### src/verilog/ccip_pkg.sv
// Request interface types shared by the sniffer and its testbench
package ccip_pkg;

   // Cache-line address width
   localparam int CL_ADDR_WIDTH = 42;

   // Request type encodings, C0 takes reads and C1 takes writes and fences
   typedef enum logic [3:0] {
      WRLINE_I = 4'h1,
      WRLINE_M = 4'h2,
      RDLINE_S = 4'h4,
      WRFENCE  = 4'h5,
      RDLINE_I = 4'h6
   } req_type_t;

   // Lines per request, the 3-line code is reserved
   typedef enum logic [1:0] {
      LEN_1CL = 2'b00,
      LEN_2CL = 2'b01,
      LEN_3CL = 2'b10,
      LEN_4CL = 2'b11
   } cl_len_t;

   // Request header, same layout on C0 and C1
   typedef struct packed {
      logic [1:0]               vc;
      logic                     sop;
      cl_len_t                  len;
      req_type_t                reqtype;
      logic [CL_ADDR_WIDTH-1:0] addr;
      logic [15:0]              mdata;
   } tx_hdr_t;

   // One beat on a request channel
   typedef struct packed {
      logic    valid;
      tx_hdr_t hdr;
   } req_beat_t;

   // MMIO read strobes
   typedef struct packed {
      logic rd_req;
      logic rd_rsp;
   } mmio_evt_t;

   // Multi-line base must sit on a 2-line or 4-line boundary
   function automatic logic misaligned(cl_len_t len, logic [CL_ADDR_WIDTH-1:0] addr);
      logic bad;
      bad = 1'b0;
      if (len == LEN_2CL) begin
         bad = addr[0];
      end
      else if (len == LEN_4CL) begin
         bad = (addr[1:0] != 2'b00);
      end
      return bad;
   endfunction

endpackage

### src/verilog/sniffer_pkg.sv
// Checker side types: violation flags, error codes and the APB register port
package sniffer_pkg;

   // APB port geometry
   localparam int APB_ADDR_WIDTH = 12;
   localparam int APB_DATA_WIDTH = 32;

   // Violation flags, last member is bit 0
   typedef struct packed {
      logic mmio_unsolicited;
      logic mmio_timeout;
      logic field_change;
      logic addr_skip;
      logic sop_extra;
      logic sop_missing;
      logic c1_misalign;
      logic c1_len3;
      logic c1_bad_type;
      logic c0_misalign;
      logic c0_len3;
      logic c0_bad_type;
   } violation_t;

   localparam int VIOL_WIDTH = $bits(violation_t);

   // Error code is flag bit index plus one
   typedef enum logic [3:0] {
      NO_ERR               = 4'd0,
      ERR_C0_BAD_TYPE      = 4'd1,
      ERR_C0_LEN3          = 4'd2,
      ERR_C0_MISALIGN      = 4'd3,
      ERR_C1_BAD_TYPE      = 4'd4,
      ERR_C1_LEN3          = 4'd5,
      ERR_C1_MISALIGN      = 4'd6,
      ERR_SOP_MISSING      = 4'd7,
      ERR_SOP_EXTRA        = 4'd8,
      ERR_ADDR_SKIP        = 4'd9,
      ERR_FIELD_CHANGE     = 4'd10,
      ERR_MMIO_TIMEOUT     = 4'd11,
      ERR_MMIO_UNSOLICITED = 4'd12
   } err_code_t;

   // APB request from the host
   typedef struct packed {
      logic                      psel;
      logic                      penable;
      logic                      pwrite;
      logic [APB_ADDR_WIDTH-1:0] paddr;
      logic [APB_DATA_WIDTH-1:0] pwdata;
   } apb_req_t;

   // APB response back to the host
   typedef struct packed {
      logic [APB_DATA_WIDTH-1:0] prdata;
      logic                      pready;
      logic                      pslverr;
   } apb_rsp_t;

   // Register map
   localparam logic [APB_ADDR_WIDTH-1:0] REG_STATUS    = 12'h000;
   localparam logic [APB_ADDR_WIDTH-1:0] REG_FIRST_ERR = 12'h004;
   localparam logic [APB_ADDR_WIDTH-1:0] REG_ERR_COUNT = 12'h008;

endpackage

### src/verilog/ccip_sniffer_top.sv
`timescale 1ns/10ps

// Protocol sniffer for the cache-line request interface
// Purely observes C0, C1 and MMIO strobes
module ccip_sniffer_top #(
   parameter int TIMEOUT_CYCLES  = 512,
   parameter int ERR_COUNT_WIDTH = 8
) (
   input  logic                  clk,
   input  logic                  reset,
   input  ccip_pkg::req_beat_t   c0,
   input  ccip_pkg::req_beat_t   c1,
   input  ccip_pkg::mmio_evt_t   mmio,
   input  sniffer_pkg::apb_req_t apb_req,
   output sniffer_pkg::apb_rsp_t apb_rsp,
   output logic                  irq
);

   sniffer_pkg::violation_t viol_rule;
   sniffer_pkg::violation_t viol_burst;
   sniffer_pkg::violation_t viol_mmio;
   sniffer_pkg::violation_t viol_all;

   // Per-beat type, length and alignment rules
   request_rule_checker request_rule_checker_inst (
      .c0   (c0),
      .c1   (c1),
      .viol (viol_rule)
   );

   // C1 burst sequencing
   mcl_write_tracker mcl_write_tracker_inst (
      .clk   (clk),
      .reset (reset),
      .c1    (c1),
      .viol  (viol_burst)
   );

   // MMIO response deadline
   mmio_read_timer #(
      .TIMEOUT_CYCLES (TIMEOUT_CYCLES)
   ) mmio_read_timer_inst (
      .clk   (clk),
      .reset (reset),
      .mmio  (mmio),
      .viol  (viol_mmio)
   );

   // Each source owns disjoint flags
   assign viol_all = sniffer_pkg::violation_t'(viol_rule | viol_burst | viol_mmio);

   violation_log #(
      .ERR_COUNT_WIDTH (ERR_COUNT_WIDTH)
   ) violation_log_inst (
      .clk     (clk),
      .reset   (reset),
      .viol    (viol_all),
      .apb_req (apb_req),
      .apb_rsp (apb_rsp),
      .irq     (irq)
   );

endmodule

### src/verilog/mcl_write_tracker.sv
`timescale 1ns/10ps

// Follows multi-line write bursts on C1
// State value doubles as the beat index inside the burst
module mcl_write_tracker (
   input  logic                    clk,
   input  logic                    reset,
   input  ccip_pkg::req_beat_t     c1,
   output sniffer_pkg::violation_t viol
);

   // Expected beat of the current burst
   typedef enum logic [1:0] {
      FIRST  = 2'd0,
      SECOND = 2'd1,
      THIRD  = 2'd2,
      FOURTH = 2'd3
   } beat_state_t;

   beat_state_t state;
   beat_state_t state_next;

   // First-beat fields of the burst in flight
   logic [ccip_pkg::CL_ADDR_WIDTH-1:0] base_addr;
   logic [1:0]                         base_vc;
   ccip_pkg::cl_len_t                  base_len;

   logic [ccip_pkg::CL_ADDR_WIDTH-1:0] expect_addr;
   logic                               wr_beat;
   logic                               first_beat;
   logic                               later_beat;
   logic                               multi_line;

   // Fences and other types never join a burst
   assign wr_beat = c1.valid &&
                    ((c1.hdr.reqtype == ccip_pkg::WRLINE_I) ||
                     (c1.hdr.reqtype == ccip_pkg::WRLINE_M));

   assign first_beat = wr_beat && (state == FIRST);
   assign later_beat = wr_beat && (state != FIRST);

   // Lengths that open a burst
   assign multi_line = (c1.hdr.len == ccip_pkg::LEN_2CL) ||
                       (c1.hdr.len == ccip_pkg::LEN_4CL);

   // Base plus beat index
   assign expect_addr = base_addr + {{(ccip_pkg::CL_ADDR_WIDTH-2){1'b0}}, state};

   // Flags from current beat and state
   always_comb begin
      viol = '0;
      if (first_beat) begin
         viol.sop_missing = !c1.hdr.sop;
         viol.c1_len3     = (c1.hdr.len == ccip_pkg::LEN_3CL);
         viol.c1_misalign = ccip_pkg::misaligned(c1.hdr.len, c1.hdr.addr);
      end
      if (later_beat) begin
         viol.sop_extra    = c1.hdr.sop;
         viol.addr_skip    = (c1.hdr.addr != expect_addr);
         viol.field_change = (c1.hdr.vc != base_vc) || (c1.hdr.len != base_len);
      end
   end

   // Next beat, 1-line and 3-line writes stay in FIRST
   always_comb begin
      state_next = state;
      if (wr_beat) begin
         case (state)
            FIRST:   state_next = multi_line ? SECOND : FIRST;
            SECOND:  state_next = (base_len == ccip_pkg::LEN_2CL) ? FIRST : THIRD;
            THIRD:   state_next = FOURTH;
            default: state_next = FIRST;
         endcase
      end
   end

   always_ff @(posedge clk) begin
      if (reset) begin
         state <= FIRST;
      end
      else begin
         state <= state_next;
      end
   end

   // Capture burst base on its first beat
   always_ff @(posedge clk) begin
      if (first_beat) begin
         base_addr <= c1.hdr.addr;
         base_vc   <= c1.hdr.vc;
         base_len  <= c1.hdr.len;
      end
   end

endmodule

### src/verilog/mmio_read_timer.sv
`timescale 1ns/10ps

// Tracks one outstanding MMIO read and its response deadline
module mmio_read_timer #(
   parameter int TIMEOUT_CYCLES = 512
) (
   input  logic                    clk,
   input  logic                    reset,
   input  ccip_pkg::mmio_evt_t     mmio,
   output sniffer_pkg::violation_t viol
);

   localparam int CNT_WIDTH = $clog2(TIMEOUT_CYCLES + 1);
   localparam logic [CNT_WIDTH-1:0] CNT_LIMIT = CNT_WIDTH'(TIMEOUT_CYCLES);
   localparam logic [CNT_WIDTH-1:0] CNT_LAST  = CNT_WIDTH'(TIMEOUT_CYCLES - 1);

   logic                 outstanding;
   logic [CNT_WIDTH-1:0] wait_cnt;

   always_comb begin
      viol = '0;
      // Fires on the cycle the count steps onto the limit
      viol.mmio_timeout     = outstanding && (wait_cnt == CNT_LAST);
      // Response while nothing is pending
      viol.mmio_unsolicited = mmio.rd_rsp && !outstanding;
   end

   always_ff @(posedge clk) begin
      if (reset) begin
         outstanding <= 1'b0;
         wait_cnt    <= '0;
      end
      else begin
         // New request wins over a response in the same cycle
         if (mmio.rd_req) begin
            outstanding <= 1'b1;
         end
         else if (mmio.rd_rsp) begin
            outstanding <= 1'b0;
         end

         // Count outstanding cycles, park at the limit
         if (!outstanding || mmio.rd_rsp) begin
            wait_cnt <= '0;
         end
         else if (wait_cnt != CNT_LIMIT) begin
            wait_cnt <= wait_cnt + 1'b1;
         end
      end
   end

endmodule

### src/verilog/request_rule_checker.sv
`timescale 1ns/10ps

// Single-beat rules on C0 and request type check on C1
module request_rule_checker (
   input  ccip_pkg::req_beat_t     c0,
   input  ccip_pkg::req_beat_t     c1,
   output sniffer_pkg::violation_t viol
);

   logic c0_is_read;
   logic c0_read;
   logic c1_legal;

   // C0 only carries line reads
   assign c0_is_read = (c0.hdr.reqtype == ccip_pkg::RDLINE_I) ||
                       (c0.hdr.reqtype == ccip_pkg::RDLINE_S);
   assign c0_read    = c0.valid && c0_is_read;

   // C1 carries writes and fences
   assign c1_legal = (c1.hdr.reqtype == ccip_pkg::WRLINE_I) ||
                     (c1.hdr.reqtype == ccip_pkg::WRLINE_M) ||
                     (c1.hdr.reqtype == ccip_pkg::WRFENCE);

   always_comb begin
      viol = '0;

      // Wrong request type on the read channel
      viol.c0_bad_type = c0.valid && !c0_is_read;

      // Length and alignment only make sense on a read
      viol.c0_len3     = c0_read && (c0.hdr.len == ccip_pkg::LEN_3CL);
      viol.c0_misalign = c0_read && ccip_pkg::misaligned(c0.hdr.len, c0.hdr.addr);

      // Wrong request type on the write channel
      // Burst rules on C1 live in the write tracker
      viol.c1_bad_type = c1.valid && !c1_legal;
   end

endmodule

### src/verilog/violation_log.sv
`timescale 1ns/10ps

// Sticky violation status, first error code and error counter
// APB slave, zero wait states
module violation_log #(
   parameter int ERR_COUNT_WIDTH = 8
) (
   input  logic                    clk,
   input  logic                    reset,
   input  sniffer_pkg::violation_t viol,
   input  sniffer_pkg::apb_req_t   apb_req,
   output sniffer_pkg::apb_rsp_t   apb_rsp,
   output logic                    irq
);

   localparam int VW = sniffer_pkg::VIOL_WIDTH;
   localparam int DW = sniffer_pkg::APB_DATA_WIDTH;

   logic [VW-1:0]              viol_bits;
   logic                       any_flag;
   logic [VW-1:0]              status;
   logic [VW-1:0]              status_next;
   logic [VW-1:0]              clr_mask;
   sniffer_pkg::err_code_t     first_err;
   logic [ERR_COUNT_WIDTH-1:0] err_count;
   logic [ERR_COUNT_WIDTH-1:0] count_base;
   logic [ERR_COUNT_WIDTH-1:0] count_next;

   logic access;
   logic wr_access;
   logic rd_access;
   logic hit_status;
   logic hit_first;
   logic hit_count;
   logic mapped;

   // Code of the lowest set flag
   function automatic sniffer_pkg::err_code_t lowest_code(logic [VW-1:0] bits);
      sniffer_pkg::err_code_t code;
      code = sniffer_pkg::NO_ERR;
      for (int i = VW - 1; i >= 0; i--) begin
         if (bits[i]) begin
            code = sniffer_pkg::err_code_t'(4'(i + 1));
         end
      end
      return code;
   endfunction

   assign viol_bits = viol;
   assign any_flag  = |viol_bits;

   // Second APB phase
   assign access    = apb_req.psel && apb_req.penable;
   assign wr_access = access && apb_req.pwrite;
   assign rd_access = access && !apb_req.pwrite;

   // Address decode
   assign hit_status = (apb_req.paddr == sniffer_pkg::REG_STATUS);
   assign hit_first  = (apb_req.paddr == sniffer_pkg::REG_FIRST_ERR);
   assign hit_count  = (apb_req.paddr == sniffer_pkg::REG_ERR_COUNT);
   assign mapped     = hit_status || hit_first || hit_count;

   // Write-1-to-clear, a fresh flag beats its own clear
   assign clr_mask    = (wr_access && hit_status) ? apb_req.pwdata[VW-1:0] : '0;
   assign status_next = (status & ~clr_mask) | viol_bits;

   // Counter clear also yields to a fresh flag
   assign count_base = (wr_access && hit_count) ? '0 : err_count;
   always_comb begin
      count_next = count_base;
      if (any_flag && (count_base != '1)) begin
         count_next = count_base + 1'b1;
      end
   end

   always_ff @(posedge clk) begin
      if (reset) begin
         status    <= '0;
         first_err <= sniffer_pkg::NO_ERR;
         err_count <= '0;
      end
      else begin
         status    <= status_next;
         err_count <= count_next;
         // Latch on the rise out of a clean status, drop once clean again
         if (status_next == '0) begin
            first_err <= sniffer_pkg::NO_ERR;
         end
         else if (status == '0) begin
            first_err <= lowest_code(viol_bits);
         end
      end
   end

   assign irq = |status;

   // Read mux, data only in a read access
   always_comb begin
      apb_rsp.prdata = '0;
      if (rd_access) begin
         if (hit_status) begin
            apb_rsp.prdata = DW'(status);
         end
         else if (hit_first) begin
            apb_rsp.prdata = DW'(first_err);
         end
         else if (hit_count) begin
            apb_rsp.prdata = DW'(err_count);
         end
      end
   end

   assign apb_rsp.pready  = 1'b1;
   assign apb_rsp.pslverr = access && !mapped;

endmodule

### config.mk
export PLATFORM = sky130hd
export DESIGN_NAME = ccip_sniffer_top
export DESIGN_NICKNAME = d
export VERILOG_FILES = /design/src/verilog/ccip_pkg.sv /design/src/verilog/sniffer_pkg.sv /design/src/verilog/ccip_sniffer_top.sv /design/src/verilog/mcl_write_tracker.sv /design/src/verilog/mmio_read_timer.sv /design/src/verilog/request_rule_checker.sv /design/src/verilog/violation_log.sv
export SDC_FILE = /design/constraint.sdc
export NUM_CORES = 1
export LEC_CHECK = 0
export BUFFER_PORTS_ARGS = -buffer_cell sky130_fd_sc_hd__buf_4
export CORE_ASPECT_RATIO = 0.9
export CORE_MARGIN = 4
export CORE_UTILIZATION = 24
export CTS_BUF_LIST = sky130_fd_sc_hd__clkbuf_16
export DETAILED_ROUTE_END_ITERATION = 12
export GPL_TIMING_DRIVEN = 0
export SYNTH_ARGS = -nofsm -noshare
export SYNTH_HDL_FRONTEND = slang
export SYNTH_HIERARCHICAL = 1
export SYNTH_SLANG_ARGS = --single-unit
export TNS_END_PERCENT = 10
### constraint.sdc
create_clock -name clk -period 5.4 [get_ports clk]
set_input_delay 0.27 -clock clk [delete_from_list [all_inputs] [get_ports clk]]
set_output_delay 0.27 -clock clk [all_outputs]
set_load 0.005 [all_outputs]
## After elaboration in Yosys (flattened, before gate mapping)

Index checks and enable logic that the tools add are counted.

- Bits in registers: 83
- Latch bits: 0
- RAM bits: 0
- Memory bits (read-only): 0
- Bits of input ports: 187
- Output and inout port bits: 35
- Word-level logic and storage cells: 112
- Memories kept: 0

- Add/subtract/negate cells: 3
- Multipliers: 0
- Div/mod/pow operators: 0
- Magnitude comparators: 0
- Eq/ne operators: 22
- Shift operators: 0
- Muxes and demuxes: 30
- Bitwise operators: 5
- Reduce and logical (&&, ||, !) cells: 43

Operators with widths:

| operator | number |
|---|---|
| $mux 32 | 3 |
| $mux 4 | 12 |
| $add 42x2->42 | 1 |
| $ne 42x42->1 | 1 |
| $logic_not 12->1 | 3 |
| $mux 8 | 3 |
| $reduce_or 12->1 | 2 |
| $logic_and 1x1->1 | 17 |
| $and 12x12->12 | 1 |
| $eq 12x3->1 const B | 1 |
| $eq 12x4->1 const B | 1 |
| $eq 4x3->1 const B | 3 |
| $mux 12 | 1 |
| $not 12->12 | 1 |
| $or 10x12->12 | 1 |
| $or 12x12->12 | 1 |
| $add 10x1->10 const B | 1 |
| $eq 10x9->1 const B | 1 |
| $eq 2x2->1 const B | 5 |
| $ne 10x10->1 const B | 1 |
| $or 4x10->10 | 1 |
| $add 8x1->8 const B | 1 |
| $eq 2x1->1 const B | 4 |
| $logic_or 1x1->1 | 8 |
| other kinds (12) | 29 |

## Longest topological paths before layout

- Depth in word-level cells: 19
- Gate-level depth with buffers: 17
- Depth with buffers taken out: 16

## Cells and area by module

Netlist, hierarchy kept.

By module, submodules not included:

| module | times used | cells an instance | area each (µm²) | seq. area each (µm²) |
|---|---|---|---|---|
| mcl_write_tracker | 1 | 317 | 3226.8 | 1421.4 |
| violation_log | 1 | 231 | 1769.2 | 480.5 |
| mmio_read_timer | 1 | 76 | 648.1 | 220.2 |
| request_rule_checker | 1 | 17 | 126.4 | 0.0 |
| ccip_sniffer_top | 1 | 12 | 75.1 | 0.0 |

## Worst setup path before layout

OpenSTA, ideal clock, no wires.

- Path kind: register to register
- Start: reg mcl_write_tracker_inst/base_addr[1] in the netlist's numbering
- End: reg violation_log_inst.err_count[5]
- Library setup time: 118 ps
- Arrival time: 4449 ps
- Required time: 5282 ps
- Setup slack: 833 ps
- Cell stages (with the launch flop): 16
- Buffers on the path: 0
- Period minus slack after synthesis: 4567 ps
- Path through: edfxtp_1 > ha_1 > a21oi_1 > or4_4 > nor3_4 > a22oi_2 > or4_1 > nor4_1 > nand4_1 > o31a_1 > or3_1 > or4_1 > o41ai_1 > nor4_1 > xnor2_1 > nor2_1

RTL lines:

| element | RTL line | text |
|---|---|---|
| start, declared | mcl_write_tracker.sv:24 | `logic [ccip_pkg::CL_ADDR_WIDTH-1:0] base_addr;` |
| start signal, assigned | mcl_write_tracker.sv:89 | `base_addr <= c1.hdr.addr;` |
| end signal, assigned | violation_log.sv:84 | `err_count <= count_next;` |
| end, declared | violation_log.sv:25 | `logic [ERR_COUNT_WIDTH-1:0] err_count;` |

==> qor.yml <==
clock_network:
  tritoncts: "yes"
  clk_latency_ns: 0.35
  post-cts-setup-buffer-count: 0
  cts_buffers: 9
  numClockSinks: 83
  htreeDepth: 3
  clkTransAtPathRegs_ns: 0.07
  cts_root_buffer: "clkbuf_16"
  cts_buffer_depth: 2
sta:
  fmax_mhz: 193
  tightest_slew_ns: 0.667
  final-hold-violation-count: 0
  finalMaxSlewViolations: 0
  period_share: 0.960
  finalSetupViolCount: 0
  finalCriticalPeriod_ns: 5.18
  relSlewSlack: 0.551
  fin_ws_ns: 0.217
  skew_ns: 0.00801
cells_and_area:
  instances_no_fill: 1115
  drive_gt1_frac: 0.244
  syn2layout_area_growth_pct: 28.3
  diodes: 0
  fin_nets: 1001
routing:
  viasPerCell: 4.67
  postRouteAntennaNets: 0
  dr.pass1.iters: 5
  drt_iter0_drc: 284
  wl_um: 15800
  via_count: 5210
  wl_per_cell_um: 14.1
  drc: 0
placement:
  dp_hpwl_um: 12700
  place_congestion: 0.832
  place_worst_setup_slack_ns: 0.0378
  dp.cells: 1099
  numPortBuffers: 103
global_route:
  grt-ovfl-total: 0
  first_global_vias: 4818
  antenna_found_initial: 0
  grt_max_degree: 32
  grt_pass1_wl_um: 25000
  grt_use_total: 0.115
yosys:
  synthesis.area_mm2: 0.00585
  yosys_register_bits: 83
  synthArstFlopShare: 0
  synth_cell_types: 72
  synth.avg_cell_area_um2: 8.95
  synth_edf_count: 46
  synth_area_leaders: "edfxtp_1 24%, dfxtp_1 13%, xnor2_1 6.0%"
  post-synth-top-area-cell: "edfxtp_1"
  synth_top_flop_cell: "edfxtp_1"
  yosys_warnings: 6
  synth_seq_area_share: 0.363
  syn_inst: 653
  synth_top_area_frac: 0.236
worst_setup_path:
  crit_required_ns: 5.63
  crit_fanout: 8
  cp-end-kind: "flop"
  critPathLaunchType: "flop"
  crit_arrival_ns: 5.42
  criticalPathCategory: "reg -> reg"
die:
  core_area_mm2: 0.0237
  rows: 53
  die_w_um: 173
  die_area_mm2: 0.0269
  die_h_um: 156
  io_pins: 222
  start_util: 0.247
power_and_ir_drop:
  vdd_drop_max_uv: 141
  p_per_area_mw_per_mm2: 212
  power_leakage_nw: 2.80
min_path:
  hp-class: "in -> reg"
outcome:
  status: "finished, final reports clean"
run:
  maxCapViolCount: 0
==> where the power goes <==
part	total [mW]	internal (mW)	switching (mW)	leakage (nW)
Combinational	0.215	0.114	0.101	1.92
Sequential	0.702	0.685	0.0176	0.721
Clock	0.670	0.405	0.266	0.160
Total	1.59	1.20	0.384	2.80
==> worst max-delay path, cell delays in order, from the launching register on <==
cell	delay, ns
edfxtp_1	0.42
ha_1	0.30
a21oi_1	0.16
or4_4	0.60
nor3_4	0.34
a22oi_2	0.13
or4_1	0.54
nor4_1	0.38
nand4_1	0.13
o31a_1	0.33
or3_1	0.42
or4_1	0.63
o41ai_2	0.39
nor4_1	0.11
xnor2_1	0.15
nor2_1	0.05
==> synth_stat cells (8+ instances only) <==
master	instances
o41ai_1	10
nor3b_1	8
and3_1	10
o21ai_0	11
edfxtp_1	46
nand4_1	24
nor4_1	20
dfxtp_1	37
nand2_1	46
nand3_1	24
a21oi_1	38
buf_4	45
or4_1	11
xor2_1	25
inv_1	22
or3_1	21
nor3_1	8
xnor2_1	40
clkbuf_1	8
nor2_1	58
==> area by class of cell <==
type                            count  area, µm²
Clock inverter                      7       90.1
Fill cell                        2478      16200
Buffer                             59        398
Inverter                           22       82.6
Multi-Input combinational cell    529       3410
Sequential cell                    83       2120
Timing Repair Buffer              104        793
Clock buffer                        9        225
Tap cell                          302        378
==> registers in the layout, summed over array words and instances (netlist names) <==
register and cells:
violation_log_inst/status 12, mmio_read_timer_inst/outstanding 1, mcl_write_tracker_inst/base_addr 42, mmio_read_timer_inst/wait_cnt 10, mcl_write_tracker_inst/state 2, violation_log_inst/first_err 4
violation_log_inst/err_count 8, mcl_write_tracker_inst/base_vc 2, mcl_write_tracker_inst/base_len 2
==> path summary, 6_finish.rpt <==
kind / start / endpoint / slack, ns / cells past startpoint
max reg2reg: mcl_write_tracker_inst/base_addr[1] / violation_log_inst/err_count[7] / 0.22 / 15
min: c1[43] / mcl_write_tracker_inst/base_addr[27] / 0.11 / 1
max: mcl_write_tracker_inst/base_addr[1] / violation_log_inst/err_count[7] / 0.22 / 15
min reg2reg: mmio_read_timer_inst/wait_cnt[9] / mmio_read_timer_inst/wait_cnt[9] / 0.51 / 2
==> timing repair <==
item | 4_1_cts | 5_1_grt
hold buffers | 0 | 0
hold endpoints to repair | 0 | 0
endpoints found under the setup margin | 0 | 4
gates resized for setup | 0 | 2
==> stage by stage <==
| stage | utilization | hold WS (ns) | total power [mW] | setup TNS [ns] | area, µm² |
|---|---|---|---|---|---|
| after CTS | 0.316 | 0.0944 | 1.61 | 0 | 7480 |
| after global placement | 0.302 | 0.465 | 0.927 | 0 | 7150 |
| after global routing | 0.317 | 0.0986 | 1.66 | -0.0289 | 7500 |
| final | 0.317 | 0.112 | 1.59 | 0 | 7500 |
| after detailed placement | 0.303 | 0.466 | 0.930 | 0 | 7170 |
| after floorplan | - | 0.339 | 0.833 | 0 | 6000 |
==> routing by layer <==
| layer | up-vias | share of wire | global-route usage |
|---|---|---|---|
| met5 | - | 0 | 0 |
| met4 | 0 | 0.018 | 0.0441 |
| met3 | 14 | 0.040 | 0.0194 |
| met2 | 126 | 0.44 | 0.174 |
| met1 | 2414 | 0.50 | 0.164 |
| li1 | 2656 | - | - |
==> cell usage in the layout, fill, tap and decap left out, drive strengths merged, types with 9 or more instances in the layout <==
master and n:
clkbuf 17, or4 13, and3 11, conb 45, edfxtp 46, nor3 11
nand4 26, nand2 47, nand3 25, inv 25, a21oi 38, buf 155
o41ai 10, or3 21, xnor2 40, nor3b 9, nor2 58, dfxtp 37
o21ai 11, xor2 25, nor4 24
==> logic make-up (layout without fill, tap and decap cells) <==
kind of cell	Yosys count	count (layout)	share of synthesized area
AOI/OAI and AO/OA	121	121	0.142
xor gates and xnor gates	65	65	0.0974
adders and majority gates	6	6	0.0141
buffers and inverters	81	201	0.0822
DFF	83	83	0.363
muxes	10	10	0.0178
other	5	45	0.00321
and+or+nand+nor	282	282	0.280
Power figures use the tool's default switching activity.
